[src/common/conv_pkg.sv]
package conv_pkg;

    // Frame geometry
    localparam int IMG_WIDTH  = 8;
    localparam int IMG_HEIGHT = 6;
    localparam int COL_W      = 3;     // Column index, 0 .. IMG_WIDTH-1

    // Datapath widths
    localparam int PIX_W      = 16;    // Pixels and results
    localparam int WGT_W      = 8;     // Kernel taps
    localparam int ACC_W      = 28;    // Nine full products plus growth

    // Result scaling, arithmetic shift before clipping
    localparam int OUT_SHIFT  = 4;

    typedef logic signed [PIX_W-1:0] pixel_t;
    typedef logic signed [WGT_W-1:0] weight_t;
    typedef logic signed [ACC_W-1:0] acc_t;
    typedef logic [COL_W-1:0]        col_t;

    // Line buffer sequencer
    typedef enum logic [2:0] {
        IDLE,     // Waiting for the first pixel of a frame
        FILL,     // Row 0, nothing above it yet
        RUN,      // Rows 1 and later, windows issued
        EDGE,     // Zero column after each row
        FLUSH     // Zero row after the last one
    } ctrl_state_t;

endpackage

[src/line_buffer/line_buffer_ram.sv]
`timescale 1ns/1ps

module line_buffer_ram (
    input  logic             clk,
    input  logic             wr,
    input  conv_pkg::col_t   addr,
    input  conv_pkg::pixel_t wdata,
    output conv_pkg::pixel_t rdata
);

    // One image row
    conv_pkg::pixel_t mem [conv_pkg::IMG_WIDTH];

    // Read-first, so the old row leaves while the new one lands
    always_ff @(posedge clk) begin
        rdata <= mem[addr];          // Read every cycle
        if (wr) begin
            mem[addr] <= wdata;      // Same column address
        end
    end

endmodule

[src/line_buffer/window_reg_3x3.sv]
`timescale 1ns/1ps

module window_reg_3x3 (
    input  logic             clk,
    input  logic             rst_n,
    input  logic             clr,
    input  logic             shift,
    input  conv_pkg::pixel_t in_row0,   // Top, row n-2
    input  conv_pkg::pixel_t in_row1,   // Middle, row n-1
    input  conv_pkg::pixel_t in_row2,   // Bottom, row n
    output conv_pkg::pixel_t w00,
    output conv_pkg::pixel_t w01,
    output conv_pkg::pixel_t w02,
    output conv_pkg::pixel_t w10,
    output conv_pkg::pixel_t w11,
    output conv_pkg::pixel_t w12,
    output conv_pkg::pixel_t w20,
    output conv_pkg::pixel_t w21,
    output conv_pkg::pixel_t w22
);

    // wRC is row R, column C; column 2 holds the newest sample
    always_ff @(posedge clk) begin
        if (!rst_n || clr) begin
            w00 <= '0;
            w01 <= '0;
            w02 <= '0;
            w10 <= '0;
            w11 <= '0;
            w12 <= '0;
            w20 <= '0;
            w21 <= '0;
            w22 <= '0;
        end else if (shift) begin
            w00 <= w01;              // Top row moves left
            w01 <= w02;
            w02 <= in_row0;
            w10 <= w11;              // Middle row
            w11 <= w12;
            w12 <= in_row1;
            w20 <= w21;              // Bottom row
            w21 <= w22;
            w22 <= in_row2;
        end
    end

endmodule

[src/line_buffer/line_buffer_datapath.sv]
`timescale 1ns/1ps

module line_buffer_datapath (
    input  logic             clk,
    input  logic             rst_n,
    input  conv_pkg::pixel_t pix_data,
    input  logic             col_en,
    input  logic             col_clr,
    input  logic             ram_wr,
    input  logic             win_clr,
    input  logic             win_shift,
    input  logic             row_n_sel,
    input  logic             row_n1_sel,
    input  logic             row_n2_sel,
    output conv_pkg::col_t   col,
    output conv_pkg::pixel_t w00,
    output conv_pkg::pixel_t w01,
    output conv_pkg::pixel_t w02,
    output conv_pkg::pixel_t w10,
    output conv_pkg::pixel_t w11,
    output conv_pkg::pixel_t w12,
    output conv_pkg::pixel_t w20,
    output conv_pkg::pixel_t w21,
    output conv_pkg::pixel_t w22
);

    conv_pkg::pixel_t pix_d;          // Pixel lined up with the memory reads
    conv_pkg::pixel_t lb_n1_rdata;
    conv_pkg::pixel_t lb_n2_rdata;
    conv_pkg::pixel_t row_n;
    conv_pkg::pixel_t row_n1;
    conv_pkg::pixel_t row_n2;

    // Column counter, wraps at the row end
    always_ff @(posedge clk) begin
        if (!rst_n || col_clr) begin
            col <= '0;
        end else if (col_en) begin
            if (col == conv_pkg::col_t'(conv_pkg::IMG_WIDTH - 1)) begin
                col <= '0;
            end else begin
                col <= col + conv_pkg::col_t'(1);
            end
        end
    end

    // Memory output is one cycle late, so is the pixel
    always_ff @(posedge clk) begin
        pix_d <= pix_data;
    end

    // Deasserted select injects a zero sample
    assign row_n  = row_n_sel  ? pix_d       : '0;
    assign row_n1 = row_n1_sel ? lb_n1_rdata : '0;
    assign row_n2 = row_n2_sel ? lb_n2_rdata : '0;

    // Row n-1 store, fed by the current row
    line_buffer_ram u_lb_n1 (
        .clk   (clk),
        .wr    (ram_wr),
        .addr  (col),
        .wdata (row_n),
        .rdata (lb_n1_rdata)
    );

    // Row n-2 store, cascaded from the row n-1 output
    line_buffer_ram u_lb_n2 (
        .clk   (clk),
        .wr    (ram_wr),
        .addr  (col),
        .wdata (row_n1),
        .rdata (lb_n2_rdata)
    );

    window_reg_3x3 u_window (
        .clk     (clk),
        .rst_n   (rst_n),
        .clr     (win_clr),
        .shift   (win_shift),
        .in_row0 (row_n2),            // Oldest row on top
        .in_row1 (row_n1),
        .in_row2 (row_n),
        .w00     (w00),
        .w01     (w01),
        .w02     (w02),
        .w10     (w10),
        .w11     (w11),
        .w12     (w12),
        .w20     (w20),
        .w21     (w21),
        .w22     (w22)
    );

endmodule

[src/verilog/line_buffer_ctrl.sv]
`timescale 1ns/1ps

module line_buffer_ctrl (
    input  logic           clk,
    input  logic           rst_n,
    input  logic           pix_valid,
    input  conv_pkg::col_t col,
    output logic           busy,
    output logic           col_en,
    output logic           col_clr,
    output logic           ram_wr,
    output logic           win_clr,
    output logic           win_shift,
    output logic           row_n_sel,
    output logic           row_n1_sel,
    output logic           row_n2_sel,
    output logic           win_valid
);

    typedef logic [$clog2(conv_pkg::IMG_HEIGHT)-1:0] row_t;

    conv_pkg::ctrl_state_t state;
    row_t                  row;         // Incoming row index
    logic                  shift_cyc;   // Second cycle of a pixel, write and shift
    logic                  tail;        // Final zero column of FLUSH
    logic                  accept;
    logic                  in_row;
    logic                  px_step;
    logic                  flush_col;
    logic                  last_col;
    logic                  last_row;    // Bottom row of the frame

    // Each pixel takes two cycles: memory read, then write plus shift
    assign busy      = shift_cyc || (state == conv_pkg::EDGE) || (state == conv_pkg::FLUSH);
    assign accept    = pix_valid && !busy;
    assign in_row    = (state == conv_pkg::FILL) || (state == conv_pkg::RUN);
    assign px_step   = in_row && shift_cyc;
    assign flush_col = (state == conv_pkg::FLUSH) && !tail;   // Memory columns of the flush
    assign last_col  = (col == conv_pkg::col_t'(conv_pkg::IMG_WIDTH - 1));
    assign last_row  = (row == row_t'(conv_pkg::IMG_HEIGHT - 1));

    // Reads are registered, so the flush address runs one column ahead
    assign col_en    = px_step || flush_col || ((state == conv_pkg::EDGE) && last_row);
    assign col_clr   = (state == conv_pkg::IDLE);
    assign ram_wr    = px_step;
    assign win_clr   = (state == conv_pkg::IDLE);
    assign win_shift = px_step || (state == conv_pkg::EDGE) || (state == conv_pkg::FLUSH);

    // Rows not yet present read as zero, EDGE and the tail are all zero
    assign row_n_sel  = in_row;
    assign row_n1_sel = (state == conv_pkg::RUN) || flush_col;
    assign row_n2_sel = ((state == conv_pkg::RUN) && (row > row_t'(1))) || flush_col;

    always_ff @(posedge clk) begin
        if (!rst_n) begin
            state     <= conv_pkg::IDLE;
            row       <= '0;
            shift_cyc <= 1'b0;
            tail      <= 1'b0;
            win_valid <= 1'b0;
        end else begin
            win_valid <= 1'b0;                          // Single-cycle pulse
            case (state)
                conv_pkg::IDLE: begin
                    row <= '0;
                    if (accept) begin
                        shift_cyc <= 1'b1;
                        state     <= conv_pkg::FILL;
                    end
                end
                conv_pkg::FILL, conv_pkg::RUN: begin
                    if (shift_cyc) begin
                        shift_cyc <= 1'b0;
                        // Centre is one column behind the shifted one
                        win_valid <= (state == conv_pkg::RUN) && (col != '0);
                        if (last_col) begin
                            state <= conv_pkg::EDGE;
                        end
                    end else if (accept) begin
                        shift_cyc <= 1'b1;
                    end
                end
                conv_pkg::EDGE: begin
                    win_valid <= (row != '0);                  // Last centre of row above
                    if (row == row_t'(conv_pkg::IMG_HEIGHT - 1)) begin
                        state <= conv_pkg::FLUSH;
                    end else begin
                        row   <= row + row_t'(1);
                        state <= conv_pkg::RUN;
                    end
                end
                conv_pkg::FLUSH: begin
                    // Address 1 means memory column 0 is the one shifting in
                    win_valid <= tail || (col != conv_pkg::col_t'(1));
                    if (tail) begin
                        tail  <= 1'b0;
                        state <= conv_pkg::IDLE;               // Window cleared there
                    end else if (col == '0) begin              // Column 7 shifting in
                        tail <= 1'b1;
                    end
                end
                default: state <= conv_pkg::IDLE;
            endcase
        end
    end

endmodule

[src/verilog/conv3x3_mac.sv]
`timescale 1ns/1ps

module conv3x3_mac (
    input  logic              clk,
    input  logic              rst_n,
    input  logic              w_wr,
    input  logic [3:0]        w_idx,       // 3*row + col in the kernel
    input  conv_pkg::weight_t w_data,
    input  logic              win_valid,
    input  conv_pkg::pixel_t  w00,
    input  conv_pkg::pixel_t  w01,
    input  conv_pkg::pixel_t  w02,
    input  conv_pkg::pixel_t  w10,
    input  conv_pkg::pixel_t  w11,
    input  conv_pkg::pixel_t  w12,
    input  conv_pkg::pixel_t  w20,
    input  conv_pkg::pixel_t  w21,
    input  conv_pkg::pixel_t  w22,
    output logic              out_valid,
    output conv_pkg::pixel_t  out_data
);

    conv_pkg::weight_t wgt [9];
    conv_pkg::pixel_t  win [9];
    conv_pkg::acc_t    prod [9];      // Stage 1
    logic              prod_valid;
    conv_pkg::acc_t    sum;
    conv_pkg::acc_t    shifted;
    conv_pkg::pixel_t  sat;

    assign win = '{w00, w01, w02, w10, w11, w12, w20, w21, w22};   // Raster order

    // Kernel taps, out-of-range index ignored
    always_ff @(posedge clk) begin
        if (w_wr && (w_idx < 4'd9)) begin
            wgt[w_idx] <= w_data;
        end
    end

    // Products, operands widened first
    always_ff @(posedge clk) begin
        for (int k = 0; k < 9; k++) begin
            prod[k] <= conv_pkg::acc_t'(win[k]) * conv_pkg::acc_t'(wgt[k]);
        end
    end

    // Sum, scale and clip to the pixel range
    always_comb begin
        sum = '0;
        for (int k = 0; k < 9; k++) begin
            sum = sum + prod[k];
        end
        shifted = sum >>> conv_pkg::OUT_SHIFT;     // Keeps the sign
        if (shifted > conv_pkg::acc_t'(2 ** (conv_pkg::PIX_W - 1) - 1)) begin
            sat = conv_pkg::pixel_t'(2 ** (conv_pkg::PIX_W - 1) - 1);
        end else if (shifted < conv_pkg::acc_t'(-(2 ** (conv_pkg::PIX_W - 1)))) begin
            sat = conv_pkg::pixel_t'(-(2 ** (conv_pkg::PIX_W - 1)));
        end else begin
            sat = conv_pkg::pixel_t'(shifted);
        end
    end

    always_ff @(posedge clk) begin
        out_data <= sat;                           // Stage 2
    end

    // Valid follows its window through both stages
    always_ff @(posedge clk) begin
        if (!rst_n) begin
            prod_valid <= 1'b0;
            out_valid  <= 1'b0;
        end else begin
            prod_valid <= win_valid;
            out_valid  <= prod_valid;
        end
    end

endmodule

[src/verilog/conv3x3_top.sv]
`timescale 1ns/1ps

module conv3x3_top (
    input  logic              clk,
    input  logic              rst_n,
    input  logic              pix_valid,
    input  conv_pkg::pixel_t  pix_data,
    input  logic              w_wr,
    input  logic [3:0]        w_idx,
    input  conv_pkg::weight_t w_data,
    output logic              busy,
    output logic              out_valid,
    output conv_pkg::pixel_t  out_data
);

    logic             col_en;
    logic             col_clr;
    logic             ram_wr;
    logic             win_clr;
    logic             win_shift;
    logic             row_n_sel;
    logic             row_n1_sel;
    logic             row_n2_sel;
    logic             win_valid;
    conv_pkg::col_t   col;
    conv_pkg::pixel_t w00, w01, w02;   // Window, top row first
    conv_pkg::pixel_t w10, w11, w12;
    conv_pkg::pixel_t w20, w21, w22;

    line_buffer_ctrl u_ctrl (
        .clk        (clk),
        .rst_n      (rst_n),
        .pix_valid  (pix_valid),
        .col        (col),
        .busy       (busy),
        .col_en     (col_en),
        .col_clr    (col_clr),
        .ram_wr     (ram_wr),
        .win_clr    (win_clr),
        .win_shift  (win_shift),
        .row_n_sel  (row_n_sel),
        .row_n1_sel (row_n1_sel),
        .row_n2_sel (row_n2_sel),
        .win_valid  (win_valid)
    );

    line_buffer_datapath u_datapath (
        .clk        (clk),
        .rst_n      (rst_n),
        .pix_data   (pix_data),
        .col_en     (col_en),
        .col_clr    (col_clr),
        .ram_wr     (ram_wr),
        .win_clr    (win_clr),
        .win_shift  (win_shift),
        .row_n_sel  (row_n_sel),
        .row_n1_sel (row_n1_sel),
        .row_n2_sel (row_n2_sel),
        .col        (col),
        .w00        (w00),
        .w01        (w01),
        .w02        (w02),
        .w10        (w10),
        .w11        (w11),
        .w12        (w12),
        .w20        (w20),
        .w21        (w21),
        .w22        (w22)
    );

    conv3x3_mac u_mac (
        .clk       (clk),
        .rst_n     (rst_n),
        .w_wr      (w_wr),
        .w_idx     (w_idx),
        .w_data    (w_data),
        .win_valid (win_valid),
        .w00       (w00),
        .w01       (w01),
        .w02       (w02),
        .w10       (w10),
        .w11       (w11),
        .w12       (w12),
        .w20       (w20),
        .w21       (w21),
        .w22       (w22),
        .out_valid (out_valid),
        .out_data  (out_data)
    );

endmodule

[config.mk]
export PLATFORM = sky130hd
export DESIGN_NAME = conv3x3_top
export DESIGN_NICKNAME = d
export VERILOG_FILES = /design/src/common/conv_pkg.sv /design/src/line_buffer/line_buffer_ram.sv /design/src/line_buffer/window_reg_3x3.sv /design/src/line_buffer/line_buffer_datapath.sv /design/src/verilog/line_buffer_ctrl.sv /design/src/verilog/conv3x3_mac.sv /design/src/verilog/conv3x3_top.sv
export SDC_FILE = /design/constraint.sdc
export NUM_CORES = 2
export LEC_CHECK = 0
export BUFFER_PORTS_ARGS = -buffer_cell sky130_fd_sc_hd__buf_2
export CORE_ASPECT_RATIO = 0.6
export CORE_MARGIN = 10
export CORE_UTILIZATION = 49
export DETAILED_ROUTE_END_ITERATION = 8
export SYNTH_ARGS = -nofsm -noshare
export SYNTH_HDL_FRONTEND = slang
export SYNTH_HIERARCHICAL = 1
export SYNTH_SLANG_ARGS = --single-unit
[constraint.sdc]
create_clock -name clk -period 6.3 [get_ports clk]
set_clock_uncertainty 0.1 [all_clocks]
set_input_delay 1.26 -clock clk [delete_from_list [all_inputs] [get_ports clk]]
set_output_delay 1.26 -clock clk [all_outputs]
set_load 0.03 [all_outputs]
# ---- Word-level counts from Yosys, hierarchy flattened
# Memories as Yosys holds them, arrays and structs flattened. A register that Yosys moved wholly into a read port is not among the register bits.
# Index checks and enable logic that the tools add are counted.
dict set report op_classes {
  n_eq_ne 12
  n_bitwise 0
  n_mux 25
  multipliers 9
  n_addsub 10
  n_shift 0
  n_lt_le_gt_ge 4
  reduce_logical 31
  div_mod_pow 0
}
# operator count
set op_table {}
lappend op_table {{adder 28 bit} 8}
lappend op_table {{multiplier 16 x 8 -> 24 bit} 9}
lappend op_table {{2-to-1 mux 16 bit} 4}
lappend op_table {{> comparator 24 x 16 -> 1 bit, second input constant} 1}
lappend op_table {{less-than comparator 24 x 16 -> 1 bit, second input constant} 1}
lappend op_table {{2-to-1 mux 3 bit} 7}
lappend op_table {{case mux 3 bit (4 select lines)} 1}
lappend op_table {{logical OR 1 bit} 11}
lappend op_table {{2-to-1 mux 1 bit} 10}
lappend op_table {{== test 3 bit, second input constant} 3}
lappend op_table {{logical AND 1 bit} 7}
lappend op_table {{adder 3 x 1 -> 3 bit, second input constant} 2}
lappend op_table {{== test 3 x 2 -> 1 bit, second input constant} 2}
lappend op_table {{logical NOT 3 bit} 2}
lappend op_table {{!= test 2 x 1 -> 1 bit, second input constant} 3}
lappend op_table {{case mux 3 bit (2 select lines)} 1}
lappend op_table {{nonzero test 3 bit} 2}
lappend op_table {{less-than comparator 4 bit, second input constant} 1}
lappend op_table {{!= test 2 bit, second input constant} 2}
lappend op_table {{AND reduction 2 bit} 2}
lappend op_table {{AND reduction 4 bit} 1}
lappend op_table {{nonzero test 2 bit} 2}
lappend op_table {{== test 3 x 1 -> 1 bit, second input constant} 1}
lappend op_table {{> comparator 3 x 1 -> 1 bit, second input constant} 1}
lappend op_table {{other kinds (5)} 7}
dict set report word_totals {
  elab_cells 114
  reg_bits 190
  latch_bits 0
  out_inout_bits 18
  mem_bits_rw 580
  romBits 0
  memories 4
}
# name words width rd rd_ports_with_merged_regs write_ports line
set memory_table {}
lappend memory_table {u_mac.prod 9 28 9 0 9 conv3x3_mac.sv:25} ;# conv_pkg::acc_t prod [9];
lappend memory_table {u_datapath.u_lb_n1.mem 8 16 1 1 1 line_buffer_ram.sv:12} ;# conv_pkg::pixel_t mem [conv_pkg::IMG_WIDTH];
lappend memory_table {u_datapath.u_lb_n2.mem 8 16 1 1 1 line_buffer_ram.sv:12}
lappend memory_table {u_mac.wgt 9 8 9 0 1 conv3x3_mac.sv:23} ;# conv_pkg::weight_t wgt [9];

# ---- Logic depth before layout (Yosys ltp)
dict set report depth {
  ltp_word 10
  depth_mapped 21
  ltp_nobuf 20
}

# ---- Modules after synthesis
# The synthesis kept the hierarchy.
# mod seq_area_each_um2 cells_per_inst area_per_inst_um2 instances
set by_module_without_submodules {}
lappend by_module_without_submodules {conv3x3_mac 6846.6 5402 52332.7 1}
lappend by_module_without_submodules {line_buffer_ram 4164.0 238 5292.6 2}
lappend by_module_without_submodules {window_reg_3x3 2882.8 465 5124.9 1}
lappend by_module_without_submodules {line_buffer_datapath 380.4 80 774.5 1}
lappend by_module_without_submodules {line_buffer_ctrl 180.2 93 710.7 1}

# ---- Worst setup path before layout
# No wires, ideal clock.
dict set report synth_timing {
  path_type {reg-to-reg}
  start {memory u_mac/wgt[8][7] (netlist bit)}
  end {memory u_mac/prod[0][246] (netlist bit)}
  t_arrival_ns 4.859
  path_stages_with_launch 20
  required_time_ns 6.082
  path_buffers 1
  slack_ns 1.223
  cell_sequence {edfxtp_1 -> clkbuf_1 -> inv_1 -> fa_1 -> fa_1 -> inv_1 -> fa_1 -> inv_1 -> fa_1 -> inv_1 -> ha_1 -> o21ai_0 -> a21boi_0 -> o21ai_0 -> a211oi_1 -> o311a_1 -> o21a_1 -> o21a_1 -> o211a_1 -> xor2_1}
}
# element line
set synth_rtl {}
lappend synth_rtl {{start: declaration} conv3x3_mac.sv:23}
lappend synth_rtl {{end: declaration} conv3x3_mac.sv:25}

==> Implementation_results.wiki <==
{| class="wikitable"
! Metric !! Value
|-
| Yosys cell types || between 90 and 100
|-
| Post-synth top area cell || sky130_fd_sc_hd__fa_1
|-
| Total number of clock tree sinks || approximately 770
|-
| Synthesized area per cell || 10.7 sq um
|-
| Register area share after synthesis || a little over a quarter
|-
| YS warnings || 6
|-
| Sequential cell area in the final layout || 0.0186 sq mm
|-
| Top layer in use || met5
|-
| Total nets after synthesis || 8080
|-
| CP most frequent cell || sky130_fd_sc_hd__fa_1
|-
| Cells along the critical path || and2_1 -> fa_1 -> inv_1 -> fa_1 -> fa_1 -> inv_1 -> fa_1 -> ha_1 -> or3_1 -> a211oi_1 -> o31ai_1 -> o41ai_1 -> o21ai_1 -> o41ai_1 -> o21bai_1 -> a21oi_1 -> xnor2_1
|-
| Synth top area share || 31.6%
|-
| Run status || complete, no violations
|-
| Clock tree from TritonCTS || built
|-
| Final net count || 8168
|-
| Fin. max-slew vios || 0
|-
| Count of endpoints failing setup in the final report || 0
|-
| Fmax || 167 MHz
|-
| Core outline area || 0.140 sq mm
|-
| Die Outline Area || approximately 0.16 sq mm
|-
| Number of buffers added by the clock tree synthesis step || 79
|-
| Chip Width || ~510 microns
|-
| Terminus of the critical flop-to-flop path || u_mac/prod[0][139]
|-
| DR iter-0 viols || about 3400
|-
| Most used cells in the layout excluding fill and tap cells || sky130_fd_sc_hd__inv_1, sky130_fd_sc_hd__fa_1, sky130_fd_sc_hd__and2_1
|-
| Share of synthesized registers carrying an async set or reset || 0%
|-
| Area contributors post-synth || sky130_fd_sc_hd__fa_1, sky130_fd_sc_hd__edfxtp_1, sky130_fd_sc_hd__dfxtp_1, sky130_fd_sc_hd__ha_1, sky130_fd_sc_hd__inv_1
|-
| Reg2Reg Launch Point || u_mac/wgt[4][2]
|-
| Die Height || 312 microns
|-
| Count of final hold-check violations || 0
|-
| Max-cap violations || 0
|-
| Root buffer cell || sky130_fd_sc_hd__clkbuf_16
|-
| Number of detailed-route iterations in the first pass || 5
|-
| Critical Path Fanout Max || 16
|-
| Met3 wire length || about 15 mm
|-
| Transition time at the pin with the least slew margin || 1140 ps
|-
| Met2 wirelength from detailed routing || 72.0 mm
|-
| Final setup TNS || 0 ps
|-
| Starting Density || 49.6%
|-
| Required time at the worst-slack endpoint || 6840 ps
|-
| Synthesized instance count || 6516
|-
| Register-to-register path setup slack || ~320 ps
|-
| Hpwl dp || roughly 140 mm
|-
| EDFF count, synth || 328
|-
| Vias in the first global route || approximately 46000
|-
| Gr ovfl total || 0
|-
| Number of filler instances in the final layout || 12319
|-
| Overall routing resource usage || 23.1%
|-
| Layout Area Growth over Synthesis || 8.05%
|-
| Wire length of the first global-routing pass || roughly 280 mm
|-
| Max VDD drop || 0.284 mV
|-
| Total DRC errors in the routed layout || 0
|-
| Slew Limit Headroom || 24.1%
|-
| Cell Area, Synth || 0.0695 sq mm
|-
| Clk slew on worst S/H paths || 70 ps
|-
| Clock latency reported for the late side of the worst-skew pair || between 700 and 800 ps
|-
| Post-route ant nets || 0
|-
| Wirelength, routed || 180 mm
|-
| H-Tree Level Count || 3
|-
| Hold path depth || 1
|-
| RSZ-0062 raised after global routing || false
|-
| Layout cell share with drive strength beyond 1 || 6.07%
|-
| Number of buffers on the longest clock path || 3
|-
| Standard-cell rows || 106
|-
| Min cycle time layout || around 6000 ps
|-
| Worst slack on hold paths || 337 ps
|-
| Critical path data arrival time || 6510 ps
|-
| Slowest stage cell, crit path || sky130_fd_sc_hd__edfxtp_1
|-
| Type of the most critical hold path || register to register
|-
| Met1 routed wirelength after detailed routing || roughly 90 mm
|-
| Placer Congestion || 0.889
|-
| Worst Reg-to-Reg Cells || 17
|-
| Period utilization || 94.8%
|-
| Type of destination of the critical path || register
|-
| Power density over the cells || about 170 mW/mm^2
|-
| Top flip-flop cell by instance count after synthesis || sky130_fd_sc_hd__dfxtp_1
|-
| Kind of critical path || register to register
|-
| Type of origin of the critical path || register
|-
| Number of antenna violations at the first check in global routing || 17
|-
| Delay contributed by the slowest stage of the critical path || 620 ps
|-
| Via count || 44319
|-
| I/O Pins || 50
|-
| Worst hold endpoint || u_mac/prod_valid
|-
| Largest net degree at the start of global routing || 95
|-
| Leakage power || 32.4 nW
|-
| Hold_sp || u_ctrl/win_valid
|-
| WL/cell || 21.0 microns
|-
| Number of synthesized register bits || around 770
|-
| Most common cell after layout, fill and taps aside || sky130_fd_sc_hd__inv_1
|-
| Number of port buffers || 49
|-
| Detail-routed via count per cell || approximately 5.2
|-
| Combined area of the multi-input logic cells || 0.0451 sq mm
|}
-- logic make-up (layout without fill, tap and decap cells) --
group	Yosys count	count (layout)	share of synthesized area, %
adders and majority gates	1532	1532	39.4
DFF	766	766	26.8
AOI/OAI and AO/OA	422	422	4.19
xor gates and xnor gates	217	217	2.73
buffers and inverters	1510	1665	8.44
and+or+nand+nor	1828	1828	13.9
muxes	241	241	4.58
other	0	7	0
-- synth_stat cells, drive strengths merged, types with 6 or more instances --
library cell / instances
a211oi: 23
nor2: 302
a21o: 33
mux4: 48
nand3b: 6
edfxtp: 328
a21oi: 121
mux2i: 147
nor2b: 40
a22oi: 7
and2: 749
o211ai: 10
fa: 1097
o21ai: 90
o21bai: 13
nor3: 56
ha: 435
nand2b: 154
a21boi: 13
clkbuf: 92
nand2: 402
o31ai: 9
or2: 11
and3: 26
nand3: 39
buf: 47
or3: 17
mux2: 46
dfxtp: 438
inv: 1371
o41ai: 6
xnor2: 176
a31oi: 9
o21a: 27
a32oi: 6
xor2: 41
-- area by class of cell --
cell class              instances  share of cell area, %
diodes                          7                 0.0233
clock buffers                 105                   3.02
clock inverters                43                  0.771
inverters                    1371                   6.85
multi-input cells            4240                   60.1
flip-flops and latches        766                   24.8
well taps                    1890                   3.15
repair buffers                146                   1.33
-- metrics by stage --
stage	instance area, sq um	utilization (%)	setup WS (ps)	total power, mW	std cells
after global routing	75100	53.6	43.3	13.7	8562
after floorplan	69500	-	1220	7.23	6516
after CTS	75000	53.6	286	13.0	8555
after detailed placement	72200	51.5	301	7.88	8407
final	75100	53.6	324	13.1	8568
after global placement	72200	51.5	314	7.84	8407
-- timing repair --
| action | CTS | global route |
|---|---|---|
| buffers inserted | 0 | 6 |
| endpoints found under the setup margin | 0 | 3 |
| hold buffers | 0 | 0 |
| gates resized for setup | 0 | 1 |
-- metal layers --
metal / up-vias / global-route usage (%)
li1: 20351 / -
met1: 22452 / 37.0
met2: 1333 / 31.7
met3: 165 / 5.44
met4: 18 / 3.93
met5: - / 0
-- worst max-delay path, delay by kind of cell, from the launching register on --
kind,cells,cell delay [ps]
AO/OA/AOI/OAI,7,2050
XOR/XNOR,1,130
adder cells (fa/ha/maj),5,2230
buffers and inverters,2,110
flip-flops,1,620
AND/OR/NAND/NOR,2,650
-- registers in the layout, summed over array words and instances (netlist names), 72 cells and up --
name,flops
u_datapath/u_lb_n1/mem,128
u_mac/wgt,72
u_datapath/u_lb_n2/mem,128
u_mac/prod,216
-- power breakdown --
group / leakage, nW / switching, mW / internal, mW
registers: 6.42 / 0.107 / 5.28
logic: 24.7 / 1.59 / 0.990
clock network: 1.37 / 2.26 / 2.89
total: 32.4 / 3.95 / 9.16
-- worst max path at each step --
stage / slack, ps / end / start / depth (start not counted)
6_report: 320 / u_mac/prod[0][139] / u_mac/wgt[4][2] / 17
5_1_grt: 40 / u_mac/prod[0][139] / u_mac/wgt[4][2] / 17
4_1_cts: 290 / u_mac/out_data[3] / u_mac/prod[0][181] / 15
3_5_place_dp: 300 / u_mac/out_data[3] / u_mac/prod[0][181] / 15
3_3_place_gp: 310 / u_mac/out_data[2] / u_mac/prod[0][181] / 15
2_1_floorplan: 1220 / u_mac/prod[0][246] / u_mac/wgt[8][7] / 19
Power figures use the tool's default switching activity.
